## src/logic/msoc_pkg.sv

```systemverilog
// --------------------------------------------------
// shared widths, slot numbers, baud reset value
// and the UART state encodings
// --------------------------------------------------
package msoc_pkg;

  // bus side
  typedef logic [31:0] word_t;
  typedef logic [31:0] addr_t;
  typedef logic [3:0]  slot_t;     // addr[23:20]
  typedef logic [3:0]  reg_idx_t;  // addr[5:2]

  // peripheral side
  typedef logic [7:0]  byte_t;
  typedef logic [10:0] baud_div_t; // clocks per serial bit
  typedef logic [15:0] led_t;
  typedef logic [7:0]  dip_t;

  // --------------------------------------------------
  // slot map
  // --------------------------------------------------
  localparam slot_t SLOT_UART = 4'd2;
  localparam slot_t SLOT_RXQ  = 4'd3;
  localparam slot_t SLOT_GPIO = 4'd7;

  localparam baud_div_t BAUD_RESET = 11'd54;

  typedef enum logic [1:0] {
    TX_IDLE, TX_START, TX_DATA, TX_STOP
  } tx_state_e;

  typedef enum logic [1:0] {
    RX_IDLE, RX_START, RX_DATA, RX_STOP
  } rx_state_e;

endpackage

```

## src/logic/periph_regs.sv

```systemverilog
// --------------------------------------------------
// bus write decode, LED/baud/DIP registers and the
// one-hot read-data mux
// --------------------------------------------------
`timescale 1ns/1ps

module periph_regs (
  input  logic                msoc_clk,
  input  logic                rstn,
  input  logic                bus_req_i,
  input  logic                bus_we_i,
  input  msoc_pkg::addr_t     bus_addr_i,
  input  msoc_pkg::word_t     bus_wdata_i,
  output msoc_pkg::word_t     bus_rdata_o,
  input  msoc_pkg::dip_t      dip_i,
  output msoc_pkg::led_t      leds_o,
  output logic                tx_start_o,
  output msoc_pkg::byte_t     tx_byte_o,
  output msoc_pkg::baud_div_t baud_div_o,
  output logic                rxq_pop_o,
  input  msoc_pkg::byte_t     rxq_byte_i,
  input  logic                rxq_err_i,
  input  logic                rxq_valid_i,
  input  logic                rxq_full_i,
  input  logic                rxq_ovf_i,
  input  logic                tx_busy_i,
  input  logic                rx_busy_i
);
  import msoc_pkg::*;

  slot_t    slot;
  reg_idx_t reg_idx;
  logic     wr_en;
  logic     [15:0] slot_sel;
  dip_t     dip_q;
  word_t    slot_rdata [16];

  assign slot    = bus_addr_i[23:20];
  assign reg_idx = bus_addr_i[5:2];
  assign wr_en   = bus_req_i & bus_we_i;

  // pop goes straight to the queue, taken at this edge
  assign rxq_pop_o = wr_en & slot_sel[SLOT_RXQ];

  // --------------------------------------------------
  // control registers
  // --------------------------------------------------
  always_ff @(posedge msoc_clk or negedge rstn)
  begin
    if (!rstn)
    begin
      leds_o     <= '0;
      baud_div_o <= BAUD_RESET;
      tx_start_o <= 1'b0;
      dip_q      <= '0;
    end
    else
    begin
      dip_q      <= dip_i;             // one cycle of sync
      tx_start_o <= 1'b0;              // single-cycle pulse
      if (wr_en && slot_sel[SLOT_GPIO])
        leds_o <= bus_wdata_i[15:0];
      if (wr_en && slot_sel[SLOT_UART] && reg_idx == 4'd0)
        tx_start_o <= 1'b1;
      if (wr_en && slot_sel[SLOT_UART] && reg_idx == 4'd1)
        baud_div_o <= bus_wdata_i[10:0];
    end
  end

  always_ff @(posedge msoc_clk)
  begin
    if (wr_en && slot_sel[SLOT_UART] && reg_idx == 4'd0)
      tx_byte_o <= bus_wdata_i[7:0];   // held with the start pulse
  end

  // --------------------------------------------------
  // read side
  // --------------------------------------------------
  always_comb
  begin
    for (int i = 0; i < 16; i++)
      slot_rdata[i] = '0;              // unmapped slots read zero
    slot_rdata[SLOT_UART] = (reg_idx == 4'd1) ? {21'b0, baud_div_o} : '0;
    slot_rdata[SLOT_RXQ]  = {18'b0, rx_busy_i, tx_busy_i, rxq_ovf_i, rxq_full_i,
                             rxq_valid_i, rxq_err_i, rxq_byte_i};
    slot_rdata[SLOT_GPIO] = {24'b0, dip_q};
  end

  always_comb
  begin
    bus_rdata_o = '0;
    for (int i = 0; i < 16; i++)
    begin
      slot_sel[i] = (slot == 4'(i));
      bus_rdata_o |= slot_sel[i] ? slot_rdata[i] : '0;
    end
  end

endmodule

```

## src/logic/uart_tx.sv

```systemverilog
// --------------------------------------------------
// 8N1 serial transmitter
// --------------------------------------------------
`timescale 1ns/1ps

module uart_tx (
  input  logic                msoc_clk,
  input  logic                rstn,
  input  logic                tx_start_i,
  input  msoc_pkg::byte_t     tx_byte_i,
  input  msoc_pkg::baud_div_t baud_div_i,
  output logic                tx_o,
  output logic                busy_o
);
  import msoc_pkg::*;

  tx_state_e  state;
  baud_div_t  bit_cnt;
  baud_div_t  div_q;
  byte_t      shift_q;
  logic [2:0] bit_idx;
  logic       bit_end;
  logic       accept;

  assign accept  = (state == TX_IDLE) && tx_start_i; // start ignored while busy
  assign bit_end = (bit_cnt == div_q - 1'b1);
  assign busy_o  = (state != TX_IDLE);

  always_ff @(posedge msoc_clk or negedge rstn)
  begin
    if (!rstn)
    begin
      state   <= TX_IDLE;
      tx_o    <= 1'b1;                 // line idles high
      bit_cnt <= '0;
      bit_idx <= '0;
    end
    else
    begin
      if (state != TX_IDLE)
        bit_cnt <= bit_end ? '0 : bit_cnt + 1'b1;
      case (state)
        TX_IDLE:
        begin
          if (accept)
          begin
            state   <= TX_START;
            tx_o    <= 1'b0;           // start bit
            bit_cnt <= '0;
          end
        end
        TX_START:
        begin
          if (bit_end)
          begin
            state   <= TX_DATA;
            tx_o    <= shift_q[0];     // lsb first
            bit_idx <= '0;
          end
        end
        TX_DATA:
        begin
          if (bit_end && bit_idx == 3'd7)
          begin
            state <= TX_STOP;
            tx_o  <= 1'b1;
          end
          else if (bit_end)
          begin
            tx_o    <= shift_q[1];
            bit_idx <= bit_idx + 1'b1;
          end
        end
        TX_STOP:
        begin
          if (bit_end)
            state <= TX_IDLE;
        end
        default: state <= TX_IDLE;
      endcase
    end
  end

  always_ff @(posedge msoc_clk)
  begin
    if (accept)
    begin
      div_q   <= baud_div_i;           // divisor fixed for the frame
      shift_q <= tx_byte_i;
    end
    else if (state == TX_DATA && bit_end)
      shift_q <= shift_q >> 1;
  end

endmodule

```

## src/logic/uart_rx.sv

```systemverilog
// --------------------------------------------------
// rx majority filter and 8N1 serial receiver
// --------------------------------------------------
`timescale 1ns/1ps

module uart_rx (
  input  logic                msoc_clk,
  input  logic                rstn,
  input  logic                rx_i,
  input  msoc_pkg::baud_div_t baud_div_i,
  output logic                valid_o,
  output msoc_pkg::byte_t     byte_o,
  output logic                frame_err_o,
  output logic                busy_o
);
  import msoc_pkg::*;

  rx_state_e  state;
  logic [2:0] rx_sr;
  logic       line_maj;
  logic       line_q;
  logic       start_edge;
  baud_div_t  bit_cnt;
  baud_div_t  div_q;
  logic [2:0] bit_idx;
  logic       half_hit;
  logic       bit_end;

  // --------------------------------------------------
  // line filter
  // --------------------------------------------------
  assign line_maj = (rx_sr[0] & rx_sr[1]) | (rx_sr[0] & rx_sr[2]) | (rx_sr[1] & rx_sr[2]);

  assign start_edge = (state == RX_IDLE) && line_q && !line_maj;
  assign half_hit   = (bit_cnt == (div_q >> 1));   // middle of start bit
  assign bit_end    = (bit_cnt == div_q - 1'b1);   // one period on
  assign busy_o     = (state != RX_IDLE);

  always_ff @(posedge msoc_clk or negedge rstn)
  begin
    if (!rstn)
    begin
      rx_sr       <= 3'b111;
      line_q      <= 1'b1;
      state       <= RX_IDLE;
      bit_cnt     <= '0;
      bit_idx     <= '0;
      valid_o     <= 1'b0;
      frame_err_o <= 1'b0;
    end
    else
    begin
      rx_sr   <= {rx_sr[1:0], rx_i};
      line_q  <= line_maj;
      valid_o <= 1'b0;
      bit_cnt <= bit_cnt + 1'b1;
      case (state)
        RX_IDLE:
        begin
          bit_cnt <= '0;
          if (start_edge)
            state <= RX_START;
        end
        RX_START:
        begin
          if (half_hit)
          begin
            bit_cnt <= '0;
            bit_idx <= '0;
            state   <= line_maj ? RX_IDLE : RX_DATA;  // glitch, not a start
          end
        end
        RX_DATA:
        begin
          if (bit_end)
          begin
            bit_cnt <= '0;
            bit_idx <= bit_idx + 1'b1;
            if (bit_idx == 3'd7)
              state <= RX_STOP;
          end
        end
        RX_STOP:
        begin
          if (bit_end)
          begin
            valid_o     <= 1'b1;
            frame_err_o <= !line_maj;  // stop bit must be high
            state       <= RX_IDLE;
          end
        end
        default: state <= RX_IDLE;
      endcase
    end
  end

  always_ff @(posedge msoc_clk)
  begin
    if (start_edge)
      div_q <= baud_div_i;
    if (state == RX_DATA && bit_end)
      byte_o <= {line_maj, byte_o[7:1]};  // lsb arrives first
  end

endmodule

```

## src/logic/rx_queue.sv

```systemverilog
// --------------------------------------------------
// receive byte FIFO, first word fall through
// --------------------------------------------------
`timescale 1ns/1ps

module rx_queue #(
  parameter int unsigned RXQ_DEPTH_LOG2 = 4
) (
  input  logic            msoc_clk,
  input  logic            rstn,
  input  logic            push_i,
  input  msoc_pkg::byte_t push_byte_i,
  input  logic            push_err_i,
  input  logic            pop_i,
  output msoc_pkg::byte_t head_byte_o,
  output logic            head_err_o,
  output logic            valid_o,
  output logic            full_o,
  output logic            overflow_o
);

  localparam int unsigned DEPTH = 1 << RXQ_DEPTH_LOG2;

  logic [8:0]              mem [DEPTH];     // {frame err, byte}
  logic [RXQ_DEPTH_LOG2:0] wr_ptr;
  logic [RXQ_DEPTH_LOG2:0] rd_ptr;
  logic                    do_push;
  logic                    do_pop;
  logic [8:0]              head;

  assign valid_o = (wr_ptr != rd_ptr);
  assign full_o  = (wr_ptr[RXQ_DEPTH_LOG2] != rd_ptr[RXQ_DEPTH_LOG2]) &&
                   (wr_ptr[RXQ_DEPTH_LOG2-1:0] == rd_ptr[RXQ_DEPTH_LOG2-1:0]);
  assign do_push = push_i && !full_o;
  assign do_pop  = pop_i && valid_o;

  // head reads zero while empty
  assign head        = valid_o ? mem[rd_ptr[RXQ_DEPTH_LOG2-1:0]] : '0;
  assign head_byte_o = head[7:0];
  assign head_err_o  = head[8];

  always_ff @(posedge msoc_clk or negedge rstn)
  begin
    if (!rstn)
    begin
      wr_ptr     <= '0;
      rd_ptr     <= '0;
      overflow_o <= 1'b0;
    end
    else
    begin
      if (do_push)
        wr_ptr <= wr_ptr + 1'b1;
      if (do_pop)
        rd_ptr <= rd_ptr + 1'b1;
      if (push_i && full_o)
        overflow_o <= 1'b1;            // sticky until reset
    end
  end

  always_ff @(posedge msoc_clk)
  begin
    if (do_push)
      mem[wr_ptr[RXQ_DEPTH_LOG2-1:0]] <= {push_err_i, push_byte_i};
  end

endmodule

```

## src/logic/periph_top.sv

```systemverilog
// --------------------------------------------------
// slow peripheral top: registers, UART, rx queue
// --------------------------------------------------
`timescale 1ns/1ps

module periph_top #(
  parameter int unsigned RXQ_DEPTH_LOG2 = 4
) (
  input  logic            msoc_clk,
  input  logic            rstn,
  input  logic            bus_req_i,
  input  logic            bus_we_i,
  input  msoc_pkg::addr_t bus_addr_i,
  input  msoc_pkg::word_t bus_wdata_i,
  output msoc_pkg::word_t bus_rdata_o,
  input  msoc_pkg::dip_t  dip_i,
  output msoc_pkg::led_t  leds_o,
  input  logic            uart_rx_i,
  output logic            uart_tx_o
);
  import msoc_pkg::*;

  logic      tx_start;
  byte_t     tx_byte;
  baud_div_t baud_div;
  logic      rxq_pop;
  logic      rx_valid;
  byte_t     rx_byte;
  logic      rx_frame_err;
  byte_t     rxq_byte;
  logic      rxq_err;
  logic      rxq_valid;
  logic      rxq_full;
  logic      rxq_ovf;
  logic      tx_busy;
  logic      rx_busy;

  periph_regs u_regs (
    .msoc_clk, .rstn, .bus_req_i, .bus_we_i, .bus_addr_i, .bus_wdata_i, .bus_rdata_o,
    .dip_i, .leds_o,
    .tx_start_o(tx_start), .tx_byte_o(tx_byte), .baud_div_o(baud_div), .rxq_pop_o(rxq_pop),
    .rxq_byte_i(rxq_byte), .rxq_err_i(rxq_err), .rxq_valid_i(rxq_valid),
    .rxq_full_i(rxq_full), .rxq_ovf_i(rxq_ovf), .tx_busy_i(tx_busy), .rx_busy_i(rx_busy)
  );

  uart_tx u_tx (
    .msoc_clk, .rstn, .tx_start_i(tx_start), .tx_byte_i(tx_byte),
    .baud_div_i(baud_div), .tx_o(uart_tx_o), .busy_o(tx_busy)
  );

  uart_rx u_rx (
    .msoc_clk, .rstn, .rx_i(uart_rx_i), .baud_div_i(baud_div), .valid_o(rx_valid),
    .byte_o(rx_byte), .frame_err_o(rx_frame_err), .busy_o(rx_busy)
  );

  rx_queue #(.RXQ_DEPTH_LOG2(RXQ_DEPTH_LOG2)) u_rxq (
    .msoc_clk, .rstn, .push_i(rx_valid), .push_byte_i(rx_byte), .push_err_i(rx_frame_err),
    .pop_i(rxq_pop), .head_byte_o(rxq_byte), .head_err_o(rxq_err), .valid_o(rxq_valid),
    .full_o(rxq_full), .overflow_o(rxq_ovf)
  );

endmodule

```

## config.mk

```make
export PLATFORM = sky130hd
export DESIGN_NAME = periph_top
export DESIGN_NICKNAME = d
export VERILOG_FILES = /design/src/logic/msoc_pkg.sv /design/src/logic/periph_regs.sv /design/src/logic/uart_tx.sv /design/src/logic/uart_rx.sv /design/src/logic/rx_queue.sv /design/src/logic/periph_top.sv
export SDC_FILE = /design/constraint.sdc
export NUM_CORES = 1
export LEC_CHECK = 0
export BUFFER_PORTS_ARGS = -buffer_cell sky130_fd_sc_hd__buf_2
export CAP_MARGIN = 20
export CORE_MARGIN = 5
export CORE_UTILIZATION = 59
export DETAILED_ROUTE_END_ITERATION = 8
export PLACE_DENSITY = 0.8
export SETUP_SLACK_MARGIN = 0.2
export SLEW_MARGIN = 20
export SYNTH_ARGS = -nofsm -noshare
export SYNTH_HDL_FRONTEND = slang
export SYNTH_HIERARCHICAL = 1
export SYNTH_SLANG_ARGS = --single-unit
```

## constraint.sdc

```tcl
create_clock -name msoc_clk -period 3.9 [get_ports msoc_clk]
set_input_delay 0.195 -clock msoc_clk [delete_from_list [all_inputs] [get_ports msoc_clk]]
set_output_delay 0.195 -clock msoc_clk [all_outputs]
set_load 0.02 [all_outputs]
```

Word-level counts from Yosys, hierarchy flattened
Memories as Yosys holds them, arrays and structs flattened.
Index checks and enable logic that the tools add are counted.
W data, S select, Z words.
{"block": "totals", "reg_bits": 132, "ramBits": 144, "inputBits": 77, "mem_count": 1}
{"memory": "u_rxq.mem", "depth": 16, "word_bits": 9, "rd": 1, "rd_clocked_by_memory_dff": 0, "wr": 1, "line_no": "rx_queue.sv:24", "text": "logic [8:0] mem [DEPTH];"}
{"block": "op_classes", "addsub": 8, "eq_ne": 30, "muxes": 43, "bitwise": 9, "n_reduce_logical": 31}
{"cell": "$mux W11", "n": 7}
{"cell": "$or A32 B32 Y32", "n": 2}
{"cell": "$pmux W11 S3", "n": 1}
{"cell": "$mux W32", "n": 1}
{"cell": "$mux W8", "n": 3}
{"cell": "$add A11 B1 Y11 const B", "n": 2}
{"cell": "$eq A11 B11 Y1", "n": 2}
{"cell": "$sub A11 B1 Y11 const B", "n": 2}
{"cell": "$mux W2", "n": 10}
{"cell": "$ne A2 B1 Y1 const B", "n": 10}
{"cell": "$pmux W2 S4", "n": 2}
{"cell": "$mux W3", "n": 5}
{"cell": "$logic_and A1 B1 Y1", "n": 14}
{"cell": "$mux W14", "n": 1}
{"cell": "$pmux W3 S2", "n": 2}
{"cell": "$reduce_and A4 Y1", "n": 3}
{"cell": "$eq A11 B10 Y1", "n": 1}
{"cell": "$add A5 B1 Y5 const B", "n": 2}
{"cell": "$reduce_bool A2 Y1", "n": 5}
{"cell": "$mux W1", "n": 9}
{"cell": "$mux W9", "n": 1}
{"cell": "$eq A2 B2 Y1 const B", "n": 4}
{"cell": "$eq A4 B2 Y1 const B", "n": 2}
{"cell": "$add A3 B1 Y3 const B", "n": 2}
{"cell": "19 further kinds", "n": 28}

Longest topological paths before layout
{"block": "logic_depth", "depth_word": 7, "depth_mapped": 11, "ltp_nobuf": 9}

By module
The synthesis kept the hierarchy.
{"mod": "rx_queue", "n_inst": 1, "cells_per_inst": 299, "area_per_inst_um2": 6169.7, "seq_area_each_um2": 4599.4}
{"mod": "uart_rx", "n_inst": 1, "cells_per_inst": 208, "area_per_inst_um2": 2267.2, "seq_area_each_um2": 1126.1}
{"mod": "uart_tx", "n_inst": 1, "cells_per_inst": 172, "area_per_inst_um2": 1993.2, "seq_area_each_um2": 997.2}
{"mod": "periph_regs", "n_inst": 1, "cells_per_inst": 129, "area_per_inst_um2": 1969.4, "seq_area_each_um2": 1146.1}

Worst setup path after synthesis
Ideal clock, no wire load.
{"block": "synth_timing", "path_kind": "reg2reg", "from": "register u_rx.div_q[1]", "to": "register u_rx.byte_o[0], enable pin", "setup_time_ns": 0.398, "arrival_ns": 2.929, "path_slack_ns": 0.573, "path_stages_with_launch": 10, "path_buffers": 2, "period_less_slack_ns": 3.327, "cell_sequence": "edfxtp_1 > clkbuf_1 > inv_1 > ha_1 > xor3_1 > o32ai_1 > a211oi_2 > a211o_2 > buf_6 > nor4b_1"}
{"block": "synth_between", "elab_chain_cells": 3}
{"item": "from (decl)", "line_no": "uart_rx.sv:24", "text": "baud_div_t div_q;"}
{"item": "from (signal assigned)", "line_no": "uart_rx.sv:100", "text": "div_q <= baud_div_i;"}
{"item": "$sub A11 B1 Y11", "line_no": "uart_rx.sv:36", "text": "assign bit_end = (bit_cnt == div_q - 1'b1);"}
{"item": "$eq A11 B11 Y1", "line_no": "uart_rx.sv:36"}
{"item": "$logic_and A1 B1 Y1", "line_no": "uart_rx.sv:101", "text": "if (state == RX_DATA && bit_end)"}
{"item": "to (signal assigned)", "line_no": "uart_rx.sv:102", "text": "byte_o <= {line_maj, byte_o[7:1]};"}
{"item": "to (decl)", "line_no": "uart_rx.sv:12", "text": "output msoc_pkg::byte_t byte_o,"}
Every way passes these cells.
A chain may end at the register's enable or synchronous reset.

Final worst setup path
{"block": "layout_timing", "from": "register u_rxq.rd_ptr[0]", "to": "output port bus_rdata_o[2]"}
{"block": "layout_between", "elab_chain_cells": 5, "word_cells_on_any_way": 6, "classes_between": "eq/ne (1); mux (2); bitwise (2); memory (1)"}
{"item": "from (decl)", "line_no": "rx_queue.sv:26", "text": "logic [RXQ_DEPTH_LOG2:0] rd_ptr;"}
{"item": "from (signal assigned)", "line_no": "rx_queue.sv:55", "text": "rd_ptr <= rd_ptr + 1'b1;"}
{"item": "$mem_v2 Z16 W9 / $ne A5 B5 Y1 (equally long branches)"}
{"item": "$mux W9 *", "line_no": "rx_queue.sv:38", "text": "assign head = valid_o ? mem[rd_ptr[RXQ_DEPTH_LOG2-1:0]] : '0;"}
{"item": "net rxq_byte[2]", "line_no": "periph_top.sv:30", "text": "byte_t rxq_byte;"}
{"item": "$mux W14 *", "line_no": "periph_regs.sv:95", "text": "bus_rdata_o |= slot_sel[i] ? slot_rdata[i] : '0;"}
{"item": "$or A32 B32 Y32 * (2 in series)", "line_no": "periph_regs.sv:95"}
{"item": "to (decl)", "line_no": "periph_top.sv:15", "text": "output msoc_pkg::word_t bus_rdata_o,"}
Mark *: on every way through the listed nets, which the timed path passes. The rest lies on a longest branch.

==> results_dict.tcl <==
set metrics [dict create \
    die_h_um 155 \
    comb_power_share_pct 11.5 \
    status "finished, final reports clean" \
    hp-class "in -> reg" \
    netlist_instances 808 \
    tns_ns 0 \
    max_freq_mhz 293 \
    grt_max_degree 64 \
    start_util_pct 59.4 \
    finalClockSkew_ns 0.0185 \
    synth_edf_count 190 \
    ios 126 \
    filler_cell_count 1375 \
    hpwl_um 16700 \
    track_usage_pct 22.6 \
    drt_wl_total_um 27100 \
    setup_viol_count_final 0 \
    crit_fanout 19 \
    ir_worst_vdd_mv 0.495 \
    clock_latency_ns 0.55 \
    rsz0062_at_grt "false" \
    synth-main-ff-cell "edfxtp_1" \
    startpoint_type "flip-flop" \
    synth_cell_types 86 \
    row_count 53 \
    grt_overflow_total 0 \
    core_um2 20900 \
    remaining_drc_errors 0 \
    die_area_um2 24000 \
    syn_area_um2 12400 \
    crit_arrival_ns 3.22 \
    min_period_over_period_pct 87.5 \
    placed_cells 1118 \
    gp_congestion 0.854 \
    grt_pass1_wl_um 42100 \
    period_minus_slack_ns 3.41 \
    p_leak_nw 5.38 \
    tritoncts "yes" \
    antenna_found_initial 0 \
    drive_above_1_share_pct 24.8 \
    seq_area_um2 7870 \
    synthArstFlopShare_pct 31.2 \
    seqPwrFrac_pct 48.8 \
    fin_nets 994 \
    drt_iter0_drc 592 \
    clock_path_buffers 3 \
    powerDensity_nw_per_um2 499 \
    via_per_inst 6.00 \
    ant_nets 0 \
    syn_avg_cell_area_um2 15.3 \
    slew_headroom_pct 39.5 \
    criticalPathCategory "reg -> out" \
    hold_viol 0 \
    p_int_w 0.00532 \
    worst_slew_pin_slew_ns 0.906 \
    root_buffer "clkbuf_16" \
    ys_seq_area_share_pct 63.5 \
    mostFrequentLayoutCells "190 x edfxtp_1, 76 x dfrtp_1, 66 x buf_2, 38 x nor2_1, 38 x xor2_1" \
    cts.sinks 276 \
    final_common_cell "edfxtp_1" \
    io_buffers 67 \
    required_ns 3.70 \
    pwr-share-clk_pct 39.7 \
    die_w_um 155 \
    yosysWarnings 6 \
    multiInputGateArea_um2 4160 \
    endpoint_kind "output port" \
    tritoncts.num_buffers 27 \
    grt_pass1_vias 7263 \
    ys_seq_elements 276 \
    p_sw_share_pct 24.3 \
    p_switching_w 0.00171 \
    final_cells 1196 \
    routedWlPerCell_um 22.7 \
    htreeDepth 1 \
    diodes 0 \
    area_delta_synth_final_pct 13.7 \
    slew_violations 0 \
    drv_cap 0 \
    first_pass_iters 5 \
    cts.clk_slew.worst_paths_ns 0.06 \
    num_vias 7179 \
]
## path summary, 6_finish.rpt
check,start,to,slack (ns),cells past startpoint
max in group asynchronous,rstn,u_tx/tx_o,2.76,3
min in group asynchronous,rstn,u_rx/bit_cnt[3],0.29,2
min,bus_addr_i[5],u_regs/tx_start_o,0.11,4
min reg2reg,u_rx/rx_sr[0],u_rx/rx_sr[1],0.37,0
max,u_rxq/rd_ptr[0],bus_rdata_o[2],0.49,8
max reg2reg,u_tx/div_q[0],u_tx/state[1],0.89,8
## cells in the mapped netlist (3+ instances only)
cell type | instances | area [µm²]
mux2_4 | 11 | 165
nor4_1 | 7 | 43.8
nand3_1 | 14 | 70.1
dfstp_2 | 9 | 236
xnor2_1 | 26 | 228
buf_4 | 23 | 173
a21oi_1 | 18 | 90.1
and2_1 | 13 | 81.3
clkbuf_1 | 15 | 56.3
o21ai_0 | 5 | 25.0
nor2b_1 | 7 | 43.8
nor2_1 | 38 | 143
ha_1 | 17 | 213
a22o_1 | 8 | 70.1
dfrtp_1 | 77 | 1930
o2bb2ai_1 | 8 | 70.1
or3_1 | 4 | 25.0
mux2_1 | 4 | 45.0
buf_1 | 3 | 11.3
nand3b_1 | 6 | 45.0
nand2_1 | 24 | 90.1
o211ai_1 | 4 | 30.0
mux2i_1 | 10 | 100
nand4_1 | 10 | 62.6
a22oi_1 | 18 | 135
nor3_1 | 11 | 55.1
buf_2 | 9 | 45.0
buf_6 | 8 | 90.1
xor2_1 | 38 | 333
mux2_2 | 23 | 259
o21ai_1 | 6 | 30.0
edfxtp_1 | 190 | 5710
and3_1 | 19 | 119
nand2b_1 | 4 | 25.0
inv_1 | 18 | 67.6
or2_2 | 4 | 25.0
mux4_2 | 36 | 811
## registers in the layout (all words and copies together) (netlist names), 11 cells and up, named ones only
name	cells
u_rxq/mem	144
u_regs/leds_o	16
u_regs/baud_div_o	11
u_rx/bit_cnt	11
u_rx/div_q	11
u_tx/bit_cnt	11
u_tx/div_q	11
## layer usage
layer  track usage [%]  up-vias  routed length (µm)  part of all wire (%)
met5                 0        -                   0                     0
met4              8.12        0                 946                   3.5
met3              3.31       55                1430                   5.3
met2              38.9      238               14200                    52
met1              29.5     3659               10500                    39
li1                  -     3227                   -                     -
## final cells by class
class,count,share of cell area [%]
clock buffer,39,5.47
tap,275,2.44
sequential,276,55.8
multi-input combinational,472,29.5
inverter,18,0.479
timing repair buffer,105,4.94
clock inverter,11,1.38
## critical path: stages, from the launching register on
cell and delay [ns]:
dfrtp_2 0.64, buf_6 0.33, buf_4 0.30, mux4_2 0.56, a22oi_1 0.24, a21oi_1 0.12
mux2i_1 0.17, o2bb2ai_1 0.11, buf_2 0.18
## stage by stage
step / instance area (µm²) / hold WS, ns / power [W] / utilization [%] / setup slack (ns)
3_3_place_gp: 12800 / 0.304 / 0.00423 / 61.5 / 0.946
3_5_place_dp: 12900 / 0.305 / 0.00426 / 61.5 / 0.894
2_1_floorplan: 12500 / -0.101 / 0.00406 / - / 0.573
4_1_cts: 14100 / 0.0326 / 0.00705 / 67.5 / 0.384
5_1_grt: 14100 / 0.117 / 0.00730 / 67.5 / 0.303
6_report: 14100 / 0.109 / 0.00704 / 67.5 / 0.487
## power by group through the flow
stage	combinational [W]	sequential [W]	clock [W]
after floorplan	0.000618	0.00344	0
after global placement	0.000754	0.00348	0
after detailed placement	0.000778	0.00348	0
after CTS	0.000808	0.00343	0.00282
after global routing	0.000893	0.00345	0.00296
final	0.000810	0.00343	0.00279
## kinds of logic after synthesis
family,after synthesis,synth area share (%)
flip-flops,276,63.5
AND/OR/NAND/NOR,187,9.11
AO/OA/AOI/OAI,100,6.15
multiplexers,84,11.1
buffers and inverters,77,3.61
XOR/XNOR,65,4.71
adder cells (fa/ha/maj),18,1.80
other,1,0.0302
## what timing repair did
item	CTS	global route
gates resized for setup	0	1
setup buffers	0	0
hold buffers	28	0
hold endpoints to repair	99	0
endpoints found under the setup margin	0	1
(Power assumes the default switching activity.)
